===== src/common/camera_pkg.sv =====
package camera_pkg;

    typedef struct packed {
        logic [7:0] red;
        logic [7:0] green;
        logic [7:0] blue;
    } rgb_pixel_t;

    // Byte order matches the metering response sequence
    typedef struct packed {
        logic [7:0] red_center;
        logic [7:0] green_center;
        logic [7:0] blue_center;
        logic [7:0] red_average;
        logic [7:0] green_average;
        logic [7:0] blue_average;
    } metering_t;

    typedef enum logic [1:0] {
        IDLE,
        WAIT_FRAME,
        CAPTURE,
        DONE
    } capture_state_t;

endpackage


===== src/common/spi_pkg.sv =====
package spi_pkg;

    // Host command opcodes, one byte at the start of each transfer
    typedef enum logic [7:0] {
        OP_CAPTURE         = 8'h20,
        OP_BYTES_AVAILABLE = 8'h21,
        OP_READ_DATA       = 8'h22,
        OP_ZOOM            = 8'h23,
        OP_PAN             = 8'h24,
        OP_METERING        = 8'h25,
        OP_COMPRESSION     = 8'h26,
        OP_IMAGE_READY     = 8'h27,
        OP_POWER_SAVE      = 8'h28
    } opcode_t;

    // Decoded view of the transfer in progress
    typedef struct packed {
        opcode_t    op_code;
        // Held until chip select rises
        logic       op_code_valid;
        logic [7:0] operand;
        // Single cycle per completed operand byte
        logic       operand_valid;
        logic [7:0] operand_count;
    } spi_command_t;

endpackage


===== src/capture/capture_fsm.sv =====
`timescale 1ns/1ps

module capture_fsm #(
    parameter int FRAME_PIXELS = 64
) (
    input  logic clock_in,
    input  logic reset_n_in,
    input  logic start_capture,
    input  logic power_save_enable,
    input  logic frame_start_in,
    input  logic pixel_valid_in,
    input  logic keep_pixel,
    input  logic frame_done,
    output logic count_enable,
    output logic count_clear,
    output logic write_enable,
    output logic image_ready
);

    camera_pkg::capture_state_t state;

    assign count_enable = (state == camera_pkg::CAPTURE) && pixel_valid_in;
    assign count_clear = (state == camera_pkg::WAIT_FRAME);
    assign write_enable = count_enable && keep_pixel;

    always_ff @(posedge clock_in) begin
        if (!reset_n_in) begin
            state <= camera_pkg::IDLE;
            image_ready <= 1'b0;
        end else begin
            case (state)
                camera_pkg::IDLE, camera_pkg::DONE: begin
                    if (start_capture && !power_save_enable) begin
                        state <= camera_pkg::WAIT_FRAME;
                        image_ready <= 1'b0;
                    end
                end
                camera_pkg::WAIT_FRAME: begin
                    if (frame_start_in) begin
                        state <= camera_pkg::CAPTURE;
                    end
                end
                camera_pkg::CAPTURE: begin
                    if (count_enable && frame_done) begin
                        state <= camera_pkg::DONE;
                        image_ready <= 1'b1;
                    end
                end
                default: state <= camera_pkg::IDLE;
            endcase
        end
    end

endmodule


===== src/capture/image_buffer.sv =====
`timescale 1ns/1ps

module image_buffer #(
    parameter int FRAME_PIXELS = 64
) (
    input  logic                   clock_in,
    input  logic                   write_enable,
    input  logic [15:0]            write_address,
    input  camera_pkg::rgb_pixel_t pixel,
    input  logic [15:0]            read_address,
    output logic [7:0]             read_data
);

    localparam int ADDR_W = $clog2(FRAME_PIXELS);

    logic [7:0] memory [FRAME_PIXELS];
    logic [9:0] grey_sum;

    // Luma approximation (r + 2g + b) / 4
    assign grey_sum = 10'(pixel.red) + {1'b0, pixel.green, 1'b0} + 10'(pixel.blue);

    always_ff @(posedge clock_in) begin
        if (write_enable) begin
            memory[write_address[ADDR_W-1:0]] <= grey_sum[9:2];
        end
        read_data <= memory[read_address[ADDR_W-1:0]];
    end

endmodule


===== src/capture/pixel_counter.sv =====
`timescale 1ns/1ps

module pixel_counter #(
    parameter int FRAME_PIXELS = 64
) (
    input  logic        clock_in,
    input  logic        reset_n_in,
    input  logic        count_enable,
    input  logic        count_clear,
    input  logic [1:0]  compression_factor,
    output logic        keep_pixel,
    output logic        frame_done,
    output logic [15:0] stored_count
);

    localparam int INDEX_W = $clog2(FRAME_PIXELS);

    logic [INDEX_W-1:0] pixel_index;
    logic [INDEX_W-1:0] keep_mask;

    // Keep one pixel in 2**compression_factor
    assign keep_mask = ~({INDEX_W{1'b1}} << compression_factor);
    assign keep_pixel = (pixel_index & keep_mask) == '0;
    assign frame_done = pixel_index == INDEX_W'(FRAME_PIXELS - 1);

    always_ff @(posedge clock_in) begin
        if (!reset_n_in || count_clear) begin
            pixel_index <= '0;
            stored_count <= '0;
        end else if (count_enable) begin
            pixel_index <= pixel_index + 1'b1;
            if (keep_pixel) begin
                stored_count <= stored_count + 16'd1;
            end
        end
    end

endmodule


===== src/design/camera_top.sv =====
`timescale 1ns/1ps

module camera_top #(
    parameter int FRAME_PIXELS = 64
) (
    input  logic                   clock_in,
    input  logic                   reset_n_in,
    input  logic                   cs_n_in,
    input  logic                   sck_in,
    input  logic                   mosi_in,
    output logic                   miso_out,
    input  logic                   frame_start_in,
    input  logic                   pixel_valid_in,
    input  camera_pkg::rgb_pixel_t pixel_in
);

    spi_pkg::spi_command_t command;
    logic [7:0]            response;
    logic                  response_valid;
    logic                  start_capture;
    logic                  power_save_enable;
    logic [1:0]            compression_factor;
    logic [15:0]           image_address;
    logic                  image_ready;
    logic [15:0]           stored_count;
    logic [7:0]            image_data;
    camera_pkg::metering_t metering_value;
    logic                  count_enable;
    logic                  count_clear;
    logic                  write_enable;
    logic                  keep_pixel;
    logic                  frame_done;

    spi_peripheral u_spi_peripheral (
        .clock_in       (clock_in),
        .reset_n_in     (reset_n_in),
        .cs_n_in        (cs_n_in),
        .sck_in         (sck_in),
        .mosi_in        (mosi_in),
        .miso_out       (miso_out),
        .command        (command),
        .response       (response),
        .response_valid (response_valid)
    );

    spi_registers u_spi_registers (
        .clock_in           (clock_in),
        .reset_n_in         (reset_n_in),
        .command            (command),
        .response           (response),
        .response_valid     (response_valid),
        .start_capture      (start_capture),
        .power_save_enable  (power_save_enable),
        .compression_factor (compression_factor),
        .image_address      (image_address),
        .image_ready        (image_ready),
        .image_total_size   (stored_count),
        .image_data         (image_data),
        .metering           (metering_value)
    );

    capture_fsm #(.FRAME_PIXELS(FRAME_PIXELS)) u_capture_fsm (
        .clock_in          (clock_in),
        .reset_n_in        (reset_n_in),
        .start_capture     (start_capture),
        .power_save_enable (power_save_enable),
        .frame_start_in    (frame_start_in),
        .pixel_valid_in    (pixel_valid_in),
        .keep_pixel        (keep_pixel),
        .frame_done        (frame_done),
        .count_enable      (count_enable),
        .count_clear       (count_clear),
        .write_enable      (write_enable),
        .image_ready       (image_ready)
    );

    pixel_counter #(.FRAME_PIXELS(FRAME_PIXELS)) u_pixel_counter (
        .clock_in           (clock_in),
        .reset_n_in         (reset_n_in),
        .count_enable       (count_enable),
        .count_clear        (count_clear),
        .compression_factor (compression_factor),
        .keep_pixel         (keep_pixel),
        .frame_done         (frame_done),
        .stored_count       (stored_count)
    );

    image_buffer #(.FRAME_PIXELS(FRAME_PIXELS)) u_image_buffer (
        .clock_in      (clock_in),
        .write_enable  (write_enable),
        .write_address (stored_count),
        .pixel         (pixel_in),
        .read_address  (image_address),
        .read_data     (image_data)
    );

    metering #(.FRAME_PIXELS(FRAME_PIXELS)) u_metering (
        .clock_in     (clock_in),
        .reset_n_in   (reset_n_in),
        .count_enable (count_enable),
        .frame_done   (frame_done),
        .count_clear  (count_clear),
        .pixel        (pixel_in),
        .metering     (metering_value)
    );

endmodule


===== src/design/metering.sv =====
`timescale 1ns/1ps

module metering #(
    parameter int FRAME_PIXELS = 64
) (
    input  logic                   clock_in,
    input  logic                   reset_n_in,
    input  logic                   count_enable,
    input  logic                   frame_done,
    input  logic                   count_clear,
    input  camera_pkg::rgb_pixel_t pixel,
    output camera_pkg::metering_t  metering
);

    localparam int INDEX_W = $clog2(FRAME_PIXELS);
    localparam int SUM_W = 8 + INDEX_W;

    logic [INDEX_W-1:0]     pixel_index;
    logic [SUM_W-1:0]       red_sum;
    logic [SUM_W-1:0]       green_sum;
    logic [SUM_W-1:0]       blue_sum;
    logic [SUM_W-1:0]       red_total;
    logic [SUM_W-1:0]       green_total;
    logic [SUM_W-1:0]       blue_total;
    camera_pkg::rgb_pixel_t center;

    // Running sums including the current pixel
    assign red_total = red_sum + SUM_W'(pixel.red);
    assign green_total = green_sum + SUM_W'(pixel.green);
    assign blue_total = blue_sum + SUM_W'(pixel.blue);

    always_ff @(posedge clock_in) begin
        if (count_enable && pixel_index == INDEX_W'(FRAME_PIXELS / 2)) begin
            center <= pixel;
        end
    end

    always_ff @(posedge clock_in) begin
        if (!reset_n_in) begin
            pixel_index <= '0;
            red_sum <= '0;
            green_sum <= '0;
            blue_sum <= '0;
            metering <= '0;
        end else if (count_clear) begin
            pixel_index <= '0;
            red_sum <= '0;
            green_sum <= '0;
            blue_sum <= '0;
        end else if (count_enable) begin
            pixel_index <= pixel_index + 1'b1;
            red_sum <= red_total;
            green_sum <= green_total;
            blue_sum <= blue_total;
            // Publish the whole set together at the end of the frame
            if (frame_done) begin
                metering.red_center <= center.red;
                metering.green_center <= center.green;
                metering.blue_center <= center.blue;
                metering.red_average <= red_total[SUM_W-1:INDEX_W];
                metering.green_average <= green_total[SUM_W-1:INDEX_W];
                metering.blue_average <= blue_total[SUM_W-1:INDEX_W];
            end
        end
    end

endmodule


===== src/design/spi_peripheral.sv =====
`timescale 1ns/1ps

module spi_peripheral (
    input  logic                  clock_in,
    input  logic                  reset_n_in,
    input  logic                  cs_n_in,
    input  logic                  sck_in,
    input  logic                  mosi_in,
    output logic                  miso_out,
    output spi_pkg::spi_command_t command,
    input  logic [7:0]            response,
    input  logic                  response_valid
);

    // Pin synchronizers
    logic [1:0] cs_n_sync;
    logic [1:0] sck_sync;
    logic [1:0] mosi_sync;
    logic       sck_last;
    logic       sck_rise;
    logic       sck_fall;

    logic [2:0] bit_count;
    logic [6:0] rx_shift;
    logic [7:0] rx_byte;
    logic [7:0] tx_shift;
    logic       load_pending;

    always_ff @(posedge clock_in) begin
        if (!reset_n_in) begin
            cs_n_sync <= 2'b11;
            sck_sync <= '0;
            mosi_sync <= '0;
            sck_last <= 1'b0;
        end else begin
            cs_n_sync <= {cs_n_sync[0], cs_n_in};
            sck_sync <= {sck_sync[0], sck_in};
            mosi_sync <= {mosi_sync[0], mosi_in};
            sck_last <= sck_sync[1];
        end
    end

    assign sck_rise = sck_sync[1] & ~sck_last;
    assign sck_fall = ~sck_sync[1] & sck_last;
    assign rx_byte = {rx_shift, mosi_sync[1]};
    assign miso_out = tx_shift[7];

    always_ff @(posedge clock_in) begin
        if (!reset_n_in || cs_n_sync[1]) begin
            bit_count <= '0;
            rx_shift <= '0;
            tx_shift <= '0;
            load_pending <= 1'b0;
            command <= '0;
        end else begin
            command.operand_valid <= 1'b0;
            if (command.operand_valid) begin
                command.operand_count <= command.operand_count + 8'd1;
            end

            // Sample on rising edges, MSB first
            if (sck_rise) begin
                rx_shift <= rx_byte[6:0];
                bit_count <= bit_count + 3'd1;
                if (bit_count == 3'd7) begin
                    load_pending <= 1'b1;
                    if (!command.op_code_valid) begin
                        command.op_code <= spi_pkg::opcode_t'(rx_byte);
                        command.op_code_valid <= 1'b1;
                    end else begin
                        command.operand <= rx_byte;
                        command.operand_valid <= 1'b1;
                    end
                end
            end

            // First falling edge of a new byte picks up the response
            if (sck_fall) begin
                if (load_pending) begin
                    tx_shift <= response_valid ? response : 8'h00;
                    load_pending <= 1'b0;
                end else begin
                    tx_shift <= {tx_shift[6:0], 1'b0};
                end
            end
        end
    end

endmodule


===== src/design/spi_registers.sv =====
`timescale 1ns/1ps

module spi_registers (
    input  logic                  clock_in,
    input  logic                  reset_n_in,
    input  spi_pkg::spi_command_t command,
    output logic [7:0]            response,
    output logic                  response_valid,
    output logic                  start_capture,
    output logic                  power_save_enable,
    output logic [1:0]            compression_factor,
    output logic [15:0]           image_address,
    input  logic                  image_ready,
    input  logic [15:0]           image_total_size,
    input  logic [7:0]            image_data,
    input  camera_pkg::metering_t metering
);

    logic [15:0] bytes_remaining;
    logic        capture_issued;

    assign bytes_remaining = image_total_size - image_address;

    always_ff @(posedge clock_in) begin
        if (!reset_n_in) begin
            response <= '0;
            response_valid <= 1'b0;
            start_capture <= 1'b0;
            power_save_enable <= 1'b0;
            compression_factor <= '0;
            image_address <= '0;
            capture_issued <= 1'b0;
        end else begin
            start_capture <= 1'b0;
            response_valid <= 1'b0;

            if (!command.op_code_valid) begin
                capture_issued <= 1'b0;
            end else begin
                case (command.op_code)
                    spi_pkg::OP_CAPTURE: begin
                        // One request per transfer
                        if (!capture_issued) begin
                            start_capture <= 1'b1;
                            capture_issued <= 1'b1;
                            image_address <= '0;
                        end
                    end
                    spi_pkg::OP_BYTES_AVAILABLE: begin
                        response_valid <= 1'b1;
                        case (command.operand_count)
                            8'd0: response <= bytes_remaining[15:8];
                            8'd1: response <= bytes_remaining[7:0];
                            default: response <= '0;
                        endcase
                    end
                    spi_pkg::OP_READ_DATA: begin
                        response_valid <= 1'b1;
                        // Past the end the last byte stays in response
                        if (image_address < image_total_size) begin
                            response <= image_data;
                            if (command.operand_valid) begin
                                image_address <= image_address + 16'd1;
                            end
                        end
                    end
                    spi_pkg::OP_METERING: begin
                        response_valid <= 1'b1;
                        case (command.operand_count)
                            8'd0: response <= metering.red_center;
                            8'd1: response <= metering.green_center;
                            8'd2: response <= metering.blue_center;
                            8'd3: response <= metering.red_average;
                            8'd4: response <= metering.green_average;
                            8'd5: response <= metering.blue_average;
                            default: response <= '0;
                        endcase
                    end
                    spi_pkg::OP_COMPRESSION: begin
                        if (command.operand_valid) begin
                            compression_factor <= command.operand[1:0];
                        end
                    end
                    spi_pkg::OP_IMAGE_READY: begin
                        response_valid <= 1'b1;
                        response <= {7'b0, image_ready};
                    end
                    spi_pkg::OP_POWER_SAVE: begin
                        if (command.operand_valid) begin
                            power_save_enable <= command.operand[0];
                        end
                    end
                    // Zoom and pan operands are taken but have no hardware
                    default: ;
                endcase
            end
        end
    end

endmodule


===== config.mk =====
export PLATFORM = sky130hd
export DESIGN_NAME = camera_top
export DESIGN_NICKNAME = d
export VERILOG_FILES = /design/src/common/camera_pkg.sv /design/src/common/spi_pkg.sv /design/src/capture/capture_fsm.sv /design/src/capture/image_buffer.sv /design/src/capture/pixel_counter.sv /design/src/design/camera_top.sv /design/src/design/metering.sv /design/src/design/spi_peripheral.sv /design/src/design/spi_registers.sv
export SDC_FILE = /design/constraint.sdc
export NUM_CORES = 1
export LEC_CHECK = 0
export BUFFER_PORTS_ARGS = -buffer_cell sky130_fd_sc_hd__buf_2
export CAP_MARGIN = 20
export CORE_MARGIN = 2
export CORE_UTILIZATION = 60
export CTS_CLUSTER_DIAMETER = 40
export CTS_CLUSTER_SIZE = 14
export DETAILED_ROUTE_END_ITERATION = 16
export GPL_TIMING_DRIVEN = 1
export PLACE_DENSITY = 0.85
export SYNTH_ARGS = -nofsm -noshare
export SYNTH_HDL_FRONTEND = slang
export SYNTH_SLANG_ARGS = --single-unit

===== constraint.sdc =====
create_clock -name clock_in -period 5.8 [get_ports clock_in]
set_input_delay 0.29 -clock clock_in [delete_from_list [all_inputs] [get_ports clock_in]]
set_output_delay 0.29 -clock clock_in [all_outputs]
set_load 0.05 [all_outputs]

Word-level counts from Yosys, hierarchy flattened
Memories as Yosys holds them, arrays and structs flattened. A register that Yosys moved wholly into a read port is not among the register bits.
Index checks and enable logic that the tools add are counted.
{"block": "classes", "bitwise_logic": 11, "n_eq_ne": 24, "shifts": 1, "magnitude_cmp": 1, "addsub": 12, "reduce_logical": 32, "mux": 26}
{"cell": "8-bit by 6-bit equality test with 1-bit output, second input constant", "n": 7}
{"cell": "16-bit 2-to-1 mux", "n": 3}
{"cell": "8-bit case mux with 6 select lines", "n": 1}
{"cell": "14-bit by 8-bit adder with 14-bit output", "n": 3}
{"cell": "16-bit by 1-bit adder with 16-bit output, second input constant", "n": 2}
{"cell": "16-bit case mux with 2 select lines", "n": 1}
{"cell": "8-bit case mux with 4 select lines", "n": 1}
{"cell": "3-bit AND reduction", "n": 9}
{"cell": "8-bit 2-to-1 mux", "n": 3}
{"cell": "8-bit by 2-bit equality test with 1-bit output, second input constant", "n": 2}
{"cell": "8-bit by 3-bit equality test with 1-bit output, second input constant", "n": 2}
{"cell": "16-bit less-than comparator", "n": 1}
{"cell": "8-bit case mux with 2 select lines", "n": 1}
{"cell": "16-bit subtractor", "n": 1}
{"cell": "6-bit by 1-bit adder with 6-bit output, second input constant", "n": 2}
{"cell": "6-bit equality test, second input constant", "n": 2}
{"cell": "1-bit 2-to-1 mux", "n": 11}
{"cell": "10-bit by 8-bit adder with 10-bit output", "n": 1}
{"cell": "8-bit by 9-bit adder with 10-bit output", "n": 1}
{"cell": "8-bit by 1-bit adder with 8-bit output, second input constant", "n": 1}
{"cell": "8-bit by 1-bit equality test with 1-bit output, second input constant", "n": 1}
{"cell": "8-bit logical NOT", "n": 1}
{"cell": "2-bit inequality test, second input constant", "n": 4}
{"cell": "1-bit NOT", "n": 7}
{"cell": "24 further kinds", "n": 39}
{"block": "totals", "ramBits": 512, "wordCells": 145, "register_bits": 221, "memories": 1}
{"name": "u_image_buffer.memory", "depth": 64, "word_bits": 8, "rd": 1, "rd_ports_with_merged_regs": 1, "wr": 1, "line_no": "image_buffer.sv:16", "text": "logic [7:0] memory [FRAME_PIXELS];"}

Longest topological paths before layout
{"block": "logic_depth", "word_depth": 7, "mapped_depth": 13}

Modules after synthesis
A second synthesis with hierarchy kept.
{"block": "hier_totals", "cells_unflattened": 2406, "area_unflattened_um2": 32536.2}
{"mod": "image_buffer", "area_each_um2": 20830.0, "instances": 1, "cells_each": 1039}
{"mod": "metering", "area_each_um2": 5691.7, "instances": 1, "cells_each": 632}
{"mod": "spi_registers", "area_each_um2": 2772.7, "instances": 1, "cells_each": 364}
{"mod": "spi_peripheral", "area_each_um2": 1969.4, "instances": 1, "cells_each": 224}
{"mod": "pixel_counter", "area_each_um2": 1047.3, "instances": 1, "cells_each": 122}
{"mod": "capture_fsm", "area_each_um2": 225.2, "instances": 1, "cells_each": 25}

Worst setup path before layout
No wires, ideal clock.
{"block": "synth_path", "kind": "reg2reg", "startpoint": "reg u_capture_fsm.state[0]", "endpoint": "reg u_metering.center[0] (netlist bit) (enable)", "path_buffers": 3, "stages_incl_launch_ff": 9, "required_time_ps": 5325, "arrival_ps": 4120, "period_less_slack_ps": 4595, "slack_ps": 1205, "cell_sequence": "dfxtp_1 > inv_1 > ha_1 > and2_1 > clkbuf_1 > clkbuf_1 > clkbuf_1 > nand3b_1 > nor4b_1"}
{"block": "synth_via", "elab_chain_len": 3}
{"item": "start, declared", "line_no": "capture_fsm.sv:20", "text": "camera_pkg::capture_state_t state;"}
{"item": "start signal, assigned", "line_no": "capture_fsm.sv:28", "text": "state <= camera_pkg::IDLE;"}
{"item": "start signal, assigned", "line_no": "capture_fsm.sv:34", "text": "state <= camera_pkg::WAIT_FRAME;"}
{"item": "start signal, assigned", "line_no": "capture_fsm.sv:40", "text": "state <= camera_pkg::CAPTURE;"}
{"item": "2-bit equality test", "line_no": "capture_fsm.sv:22", "text": "assign count_enable = (state == camera_pkg::CAPTURE) && pixel_valid_in;"}
{"item": "1-bit logical AND", "line_no": "capture_fsm.sv:22"}
{"item": "1-bit logical AND", "line_no": "metering.sv:33", "text": "if (count_enable && pixel_index == INDEX_W'(FRAME_PIXELS / 2)) begin"}
{"item": "end signal, assigned", "line_no": "metering.sv:34", "text": "center <= pixel;"}
{"item": "end, declared", "line_no": "metering.sv:25", "text": "camera_pkg::rgb_pixel_t center;"}
No other way between the ends.
A chain may end at the register's enable or synchronous reset.

Worst setup path in the final report
{"block": "layout_path", "startpoint": "in pixel_in[1] (netlist bit)", "endpoint": "mem u_image_buffer.memory[5][5], data pin"}
{"block": "layout_via", "elab_chain_len": 1}
{"item": "start, declared", "line_no": "camera_top.sv:14", "text": "input camera_pkg::rgb_pixel_t pixel_in"}
{"item": "10-bit by 8-bit adder with 10-bit output", "line_no": "image_buffer.sv:20", "text": "assign grey_sum = 10'(pixel.red) + {1'b0, pixel.green, 1'b0} + 10'(pixel.blue);"}
{"item": "named net u_image_buffer.grey_sum[7]", "line_no": "image_buffer.sv:17", "text": "logic [9:0] grey_sum;"}
{"item": "end, declared", "line_no": "image_buffer.sv:16"}
The timed path passes the listed nets, and every way through them passes these cells.

==> flow_metrics.tcl <==
set metrics [dict create \
    cp.arrival_ns 4.45 \
    yosysSeqAreaShare_pct 64.4 \
    first_pass_iters 8 \
    irDropWorstVdd_v 0.000307 \
    yosysUniqueCellTypes 72 \
    tns_ns 0 \
    numClockSinks 741 \
    r2r-end "u_spi_registers.image_address[5]$_SDFFE_PN0P_" \
    gp_congestion 0.883 \
    synth_area_leaders "edfxtp_1 51%, dfxtp_1 13%, mux4_2 12%" \
    avgSynthCellArea_um2 14.3 \
    drt-total-wl_um 77500 \
    yosys.area.top_type "edfxtp_1" \
    dp_slack_ns 1.83 \
    route.detailed.drc 0 \
    syn2layout_area_growth_pct 13.7 \
    synth_edf_count 536 \
    start_util_pct 60.9 \
    portBuffers 31 \
    top_level_ports 32 \
    cts_resized 0 \
    period_minus_slack_ns 4.00 \
    power_density_mw_per_mm2 355 \
    tritoncts "built" \
    regToRegSetupSlack_ns 1.96 \
    grt_max_degree 78 \
    place_area_mm2 0.0322 \
    netlist_area_mm2 0.0314 \
    route.vias.total 19600 \
    clk_path_buf_depth 3 \
    layout_commonest_cell "edfxtp_1" \
    r2r-start "u_pixel_counter.stored_count[0]$_SDFFE_PP0P_" \
    syn_nets 2291 \
    setup_slack_ns 1.80 \
    grt_pass1_vias 19800 \
    mostFrequentLayoutCells "536 x edfxtp_1, 212 x nand2_1, 203 x dfxtp_1" \
    required_ns 6.25 \
    die-height_um 233 \
    setup_violations 0 \
    hold_path_end "u_capture_fsm.state[1]$_SDFFE_PN0P_" \
    synth_compound_area_share_pct 6.53 \
    drive_above_1_share_pct 18.1 \
    clkSlewWorstSetupHoldPaths_ns 0.06 \
    whs_ns 0.0233 \
    final_area_mm2 0.0357 \
    rows 83 \
    synth_top_area_share_pct 51.3 \
    drt_iter0_drc 2203 \
    slew_violations 0 \
    antenna_found_initial 1 \
    grt_pass1_wl_um 117000 \
    status "completed" \
    yosysWarnings 0 \
    hold_viol_final 0 \
    worst_pin_slew_ns 1.12 \
    fp.dieArea_mm2 0.0541 \
    dp_hpwl_um 44500 \
    critPathMaxFanout 37 \
    async_flop_share_pct 0 \
    hold_path.class "in -> reg" \
    fmax_ghz 0.250 \
    power_leakage_nw 11.5 \
    end_kind "flip-flop" \
    post-route-period-util_pct 69.0 \
    cts_buffers 92 \
    holdPathStages 4 \
    via_per_inst 6.52 \
    root_buffer "clkbuf_16" \
    ant_nets 0 \
    wire_per_inst_um 25.8 \
    final.setup_skew_ns 0.0319 \
    synthAdderAreaFrac_pct 3.20 \
    synthMuxAreaShare_pct 12.5 \
    min_from "frame_start_in" \
    cts_setup_buffers 0 \
    synthFlopType "edfxtp_1" \
    worstSetupStartpointType "input pin" \
    coreArea_mm2 0.0515 \
    cap_violations 0 \
    grtUsageTotal_pct 28.8 \
    final_nets 2353 \
    ys_ff_latch 741 \
    grt.overflow.total 0 \
    die_w_um 233 \
    synth_cells 2187 \
    htree_levels 3 \
    synth_xor_area_share_pct 2.48 \
    path_class "in -> reg" \
    rsz0062_at_grt "no" \
    synth-simple-area-share_pct 8.75 \
    synth_top_family_by_area "multiplexers" \
    clk_latency_ns 0.65 \
    max_slew_margin_pct 25.1 \
    r2r_cells 11 \
]
[per-stage QoR]
step | utilization (%) | cells | power, mW
after CTS | 69.0 | 2999 | 12.7
after global placement | 62.4 | 2803 | 6.82
final | 69.3 | 3005 | 12.7
after floorplan | - | 2187 | 6.58
after global routing | 69.2 | 3004 | 12.9
after detailed placement | 62.4 | 2803 | 6.89
[what timing repair did]
action                     CTS  global route
setup endpoints to repair    0             0
hold buffers                27             0
hold endpoints to repair    27             0
[where the power goes]
group          switching, mW  total [mW]  internal (mW)
combinational          0.596       0.736          0.141
sequential           0.00791        6.08           6.07
clock                   2.48        5.85           3.37
total                   3.08        12.7           9.58
[area by class of cell]
type / instances / area [um^2]
Tap cell: 680 / 851
Multi-Input combinational cell: 1273 / 10600
Timing Repair Buffer: 86 / 704
Antenna cell: 1 / 2.50
Clock buffer: 100 / 2420
Fill cell: 3138 / 15800
Clock inverter: 69 / 722
Sequential cell: 741 / 20200
Inverter: 55 / 206
[per-layer routing]
| layer | vias up | track usage [%] | wire [um] |
|---|---|---|---|
| met1 | 9777 | 35.6 | 28300 |
| met5 | - | 0 | 13 |
| met2 | 1114 | 49.1 | 39100 |
| li1 | 8448 | - | - |
| met4 | 2 | 13.3 | 3510 |
| met3 | 255 | 6.13 | 6560 |
[worst max-delay path, cell delays in order]
cell	delay, ns
dlygate4sd3_1	0.54
buf_2	0.16
fa_1	0.58
nand3_1	0.11
fa_1	0.52
nor2b_1	0.15
o21ai_0	0.11
a21boi_0	0.40
o21ai_0	0.14
nand2b_1	0.22
xor2_4	0.78
buf_4	0.42
[synthesized netlist by cell type, types with 4 or more instances]
| cell type | n |
|---|---|
| or2_2 | 6 |
| o31ai_1 | 8 |
| buf_1 | 15 |
| a21o_1 | 8 |
| nor2b_1 | 18 |
| nor3_1 | 28 |
| a31o_2 | 4 |
| buf_2 | 17 |
| and2_1 | 12 |
| a22o_1 | 4 |
| a31oi_1 | 14 |
| a311oi_1 | 10 |
| nand2b_1 | 20 |
| nand4_1 | 27 |
| xor2_1 | 41 |
| ha_1 | 61 |
| nand3b_1 | 4 |
| o21ai_0 | 50 |
| clkbuf_1 | 81 |
| mux4_2 | 166 |
| and3_1 | 12 |
| or4_1 | 7 |
| nand3_1 | 34 |
| o211ai_1 | 5 |
| a21oi_1 | 119 |
| edfxtp_1 | 536 |
| nor4_1 | 4 |
| fa_1 | 12 |
| a221oi_1 | 6 |
| xnor2_1 | 48 |
| dfxtp_1 | 205 |
| o21ai_1 | 6 |
| o21a_1 | 10 |
| inv_1 | 53 |
| a211oi_1 | 25 |
| o2111ai_1 | 4 |
| or3_1 | 14 |
| a22oi_1 | 22 |
| mux2i_1 | 16 |
| nor2_1 | 195 |
| nand2_1 | 213 |
[state kept, by name, indices dropped and copies added (netlist names), 16 cells and up]
signal / cells
u_image_buffer.memory: 512
u_metering.center: 24
u_metering.metering: 48
u_pixel_counter.stored_count: 16
u_spi_peripheral.command: 20
u_spi_registers.image_address: 16
[how the worst max path moves through the flow]
stage	startpoint	to	slack, ns	cells past startpoint
2_1_floorplan	u_capture_fsm.state[0]$_SDFFE_PN0P_	u_metering.center[0]$_DFFE_PP_	1.21	8
3_3_place_gp	pixel_in[1]	u_image_buffer.memory[36][7]$_DFFE_PP_	1.98	11
3_5_place_dp	pixel_in[1]	u_image_buffer.memory[12][7]$_DFFE_PP_	1.83	11
4_1_cts	pixel_in[1]	u_image_buffer.memory[18][7]$_DFFE_PP_	1.87	12
5_1_grt	pixel_in[1]	u_image_buffer.memory[42][5]$_DFFE_PP_	1.58	12
6_report	pixel_in[1]	u_image_buffer.memory[5][5]$_DFFE_PP_	1.80	12
[kinds of logic (layout without fill, tap and decap cells)]
family	count (synthesis)	in the layout
AOI/OAI and AO/OA	322	322
xor gates and xnor gates	89	89
adders and majority gates	73	73
buffers and inverters	173	310
DFF	741	741
muxes	183	183
other	0	1
and+or+nand+nor	606	606
No activity file was read; power rests on OpenSTA's default activity.
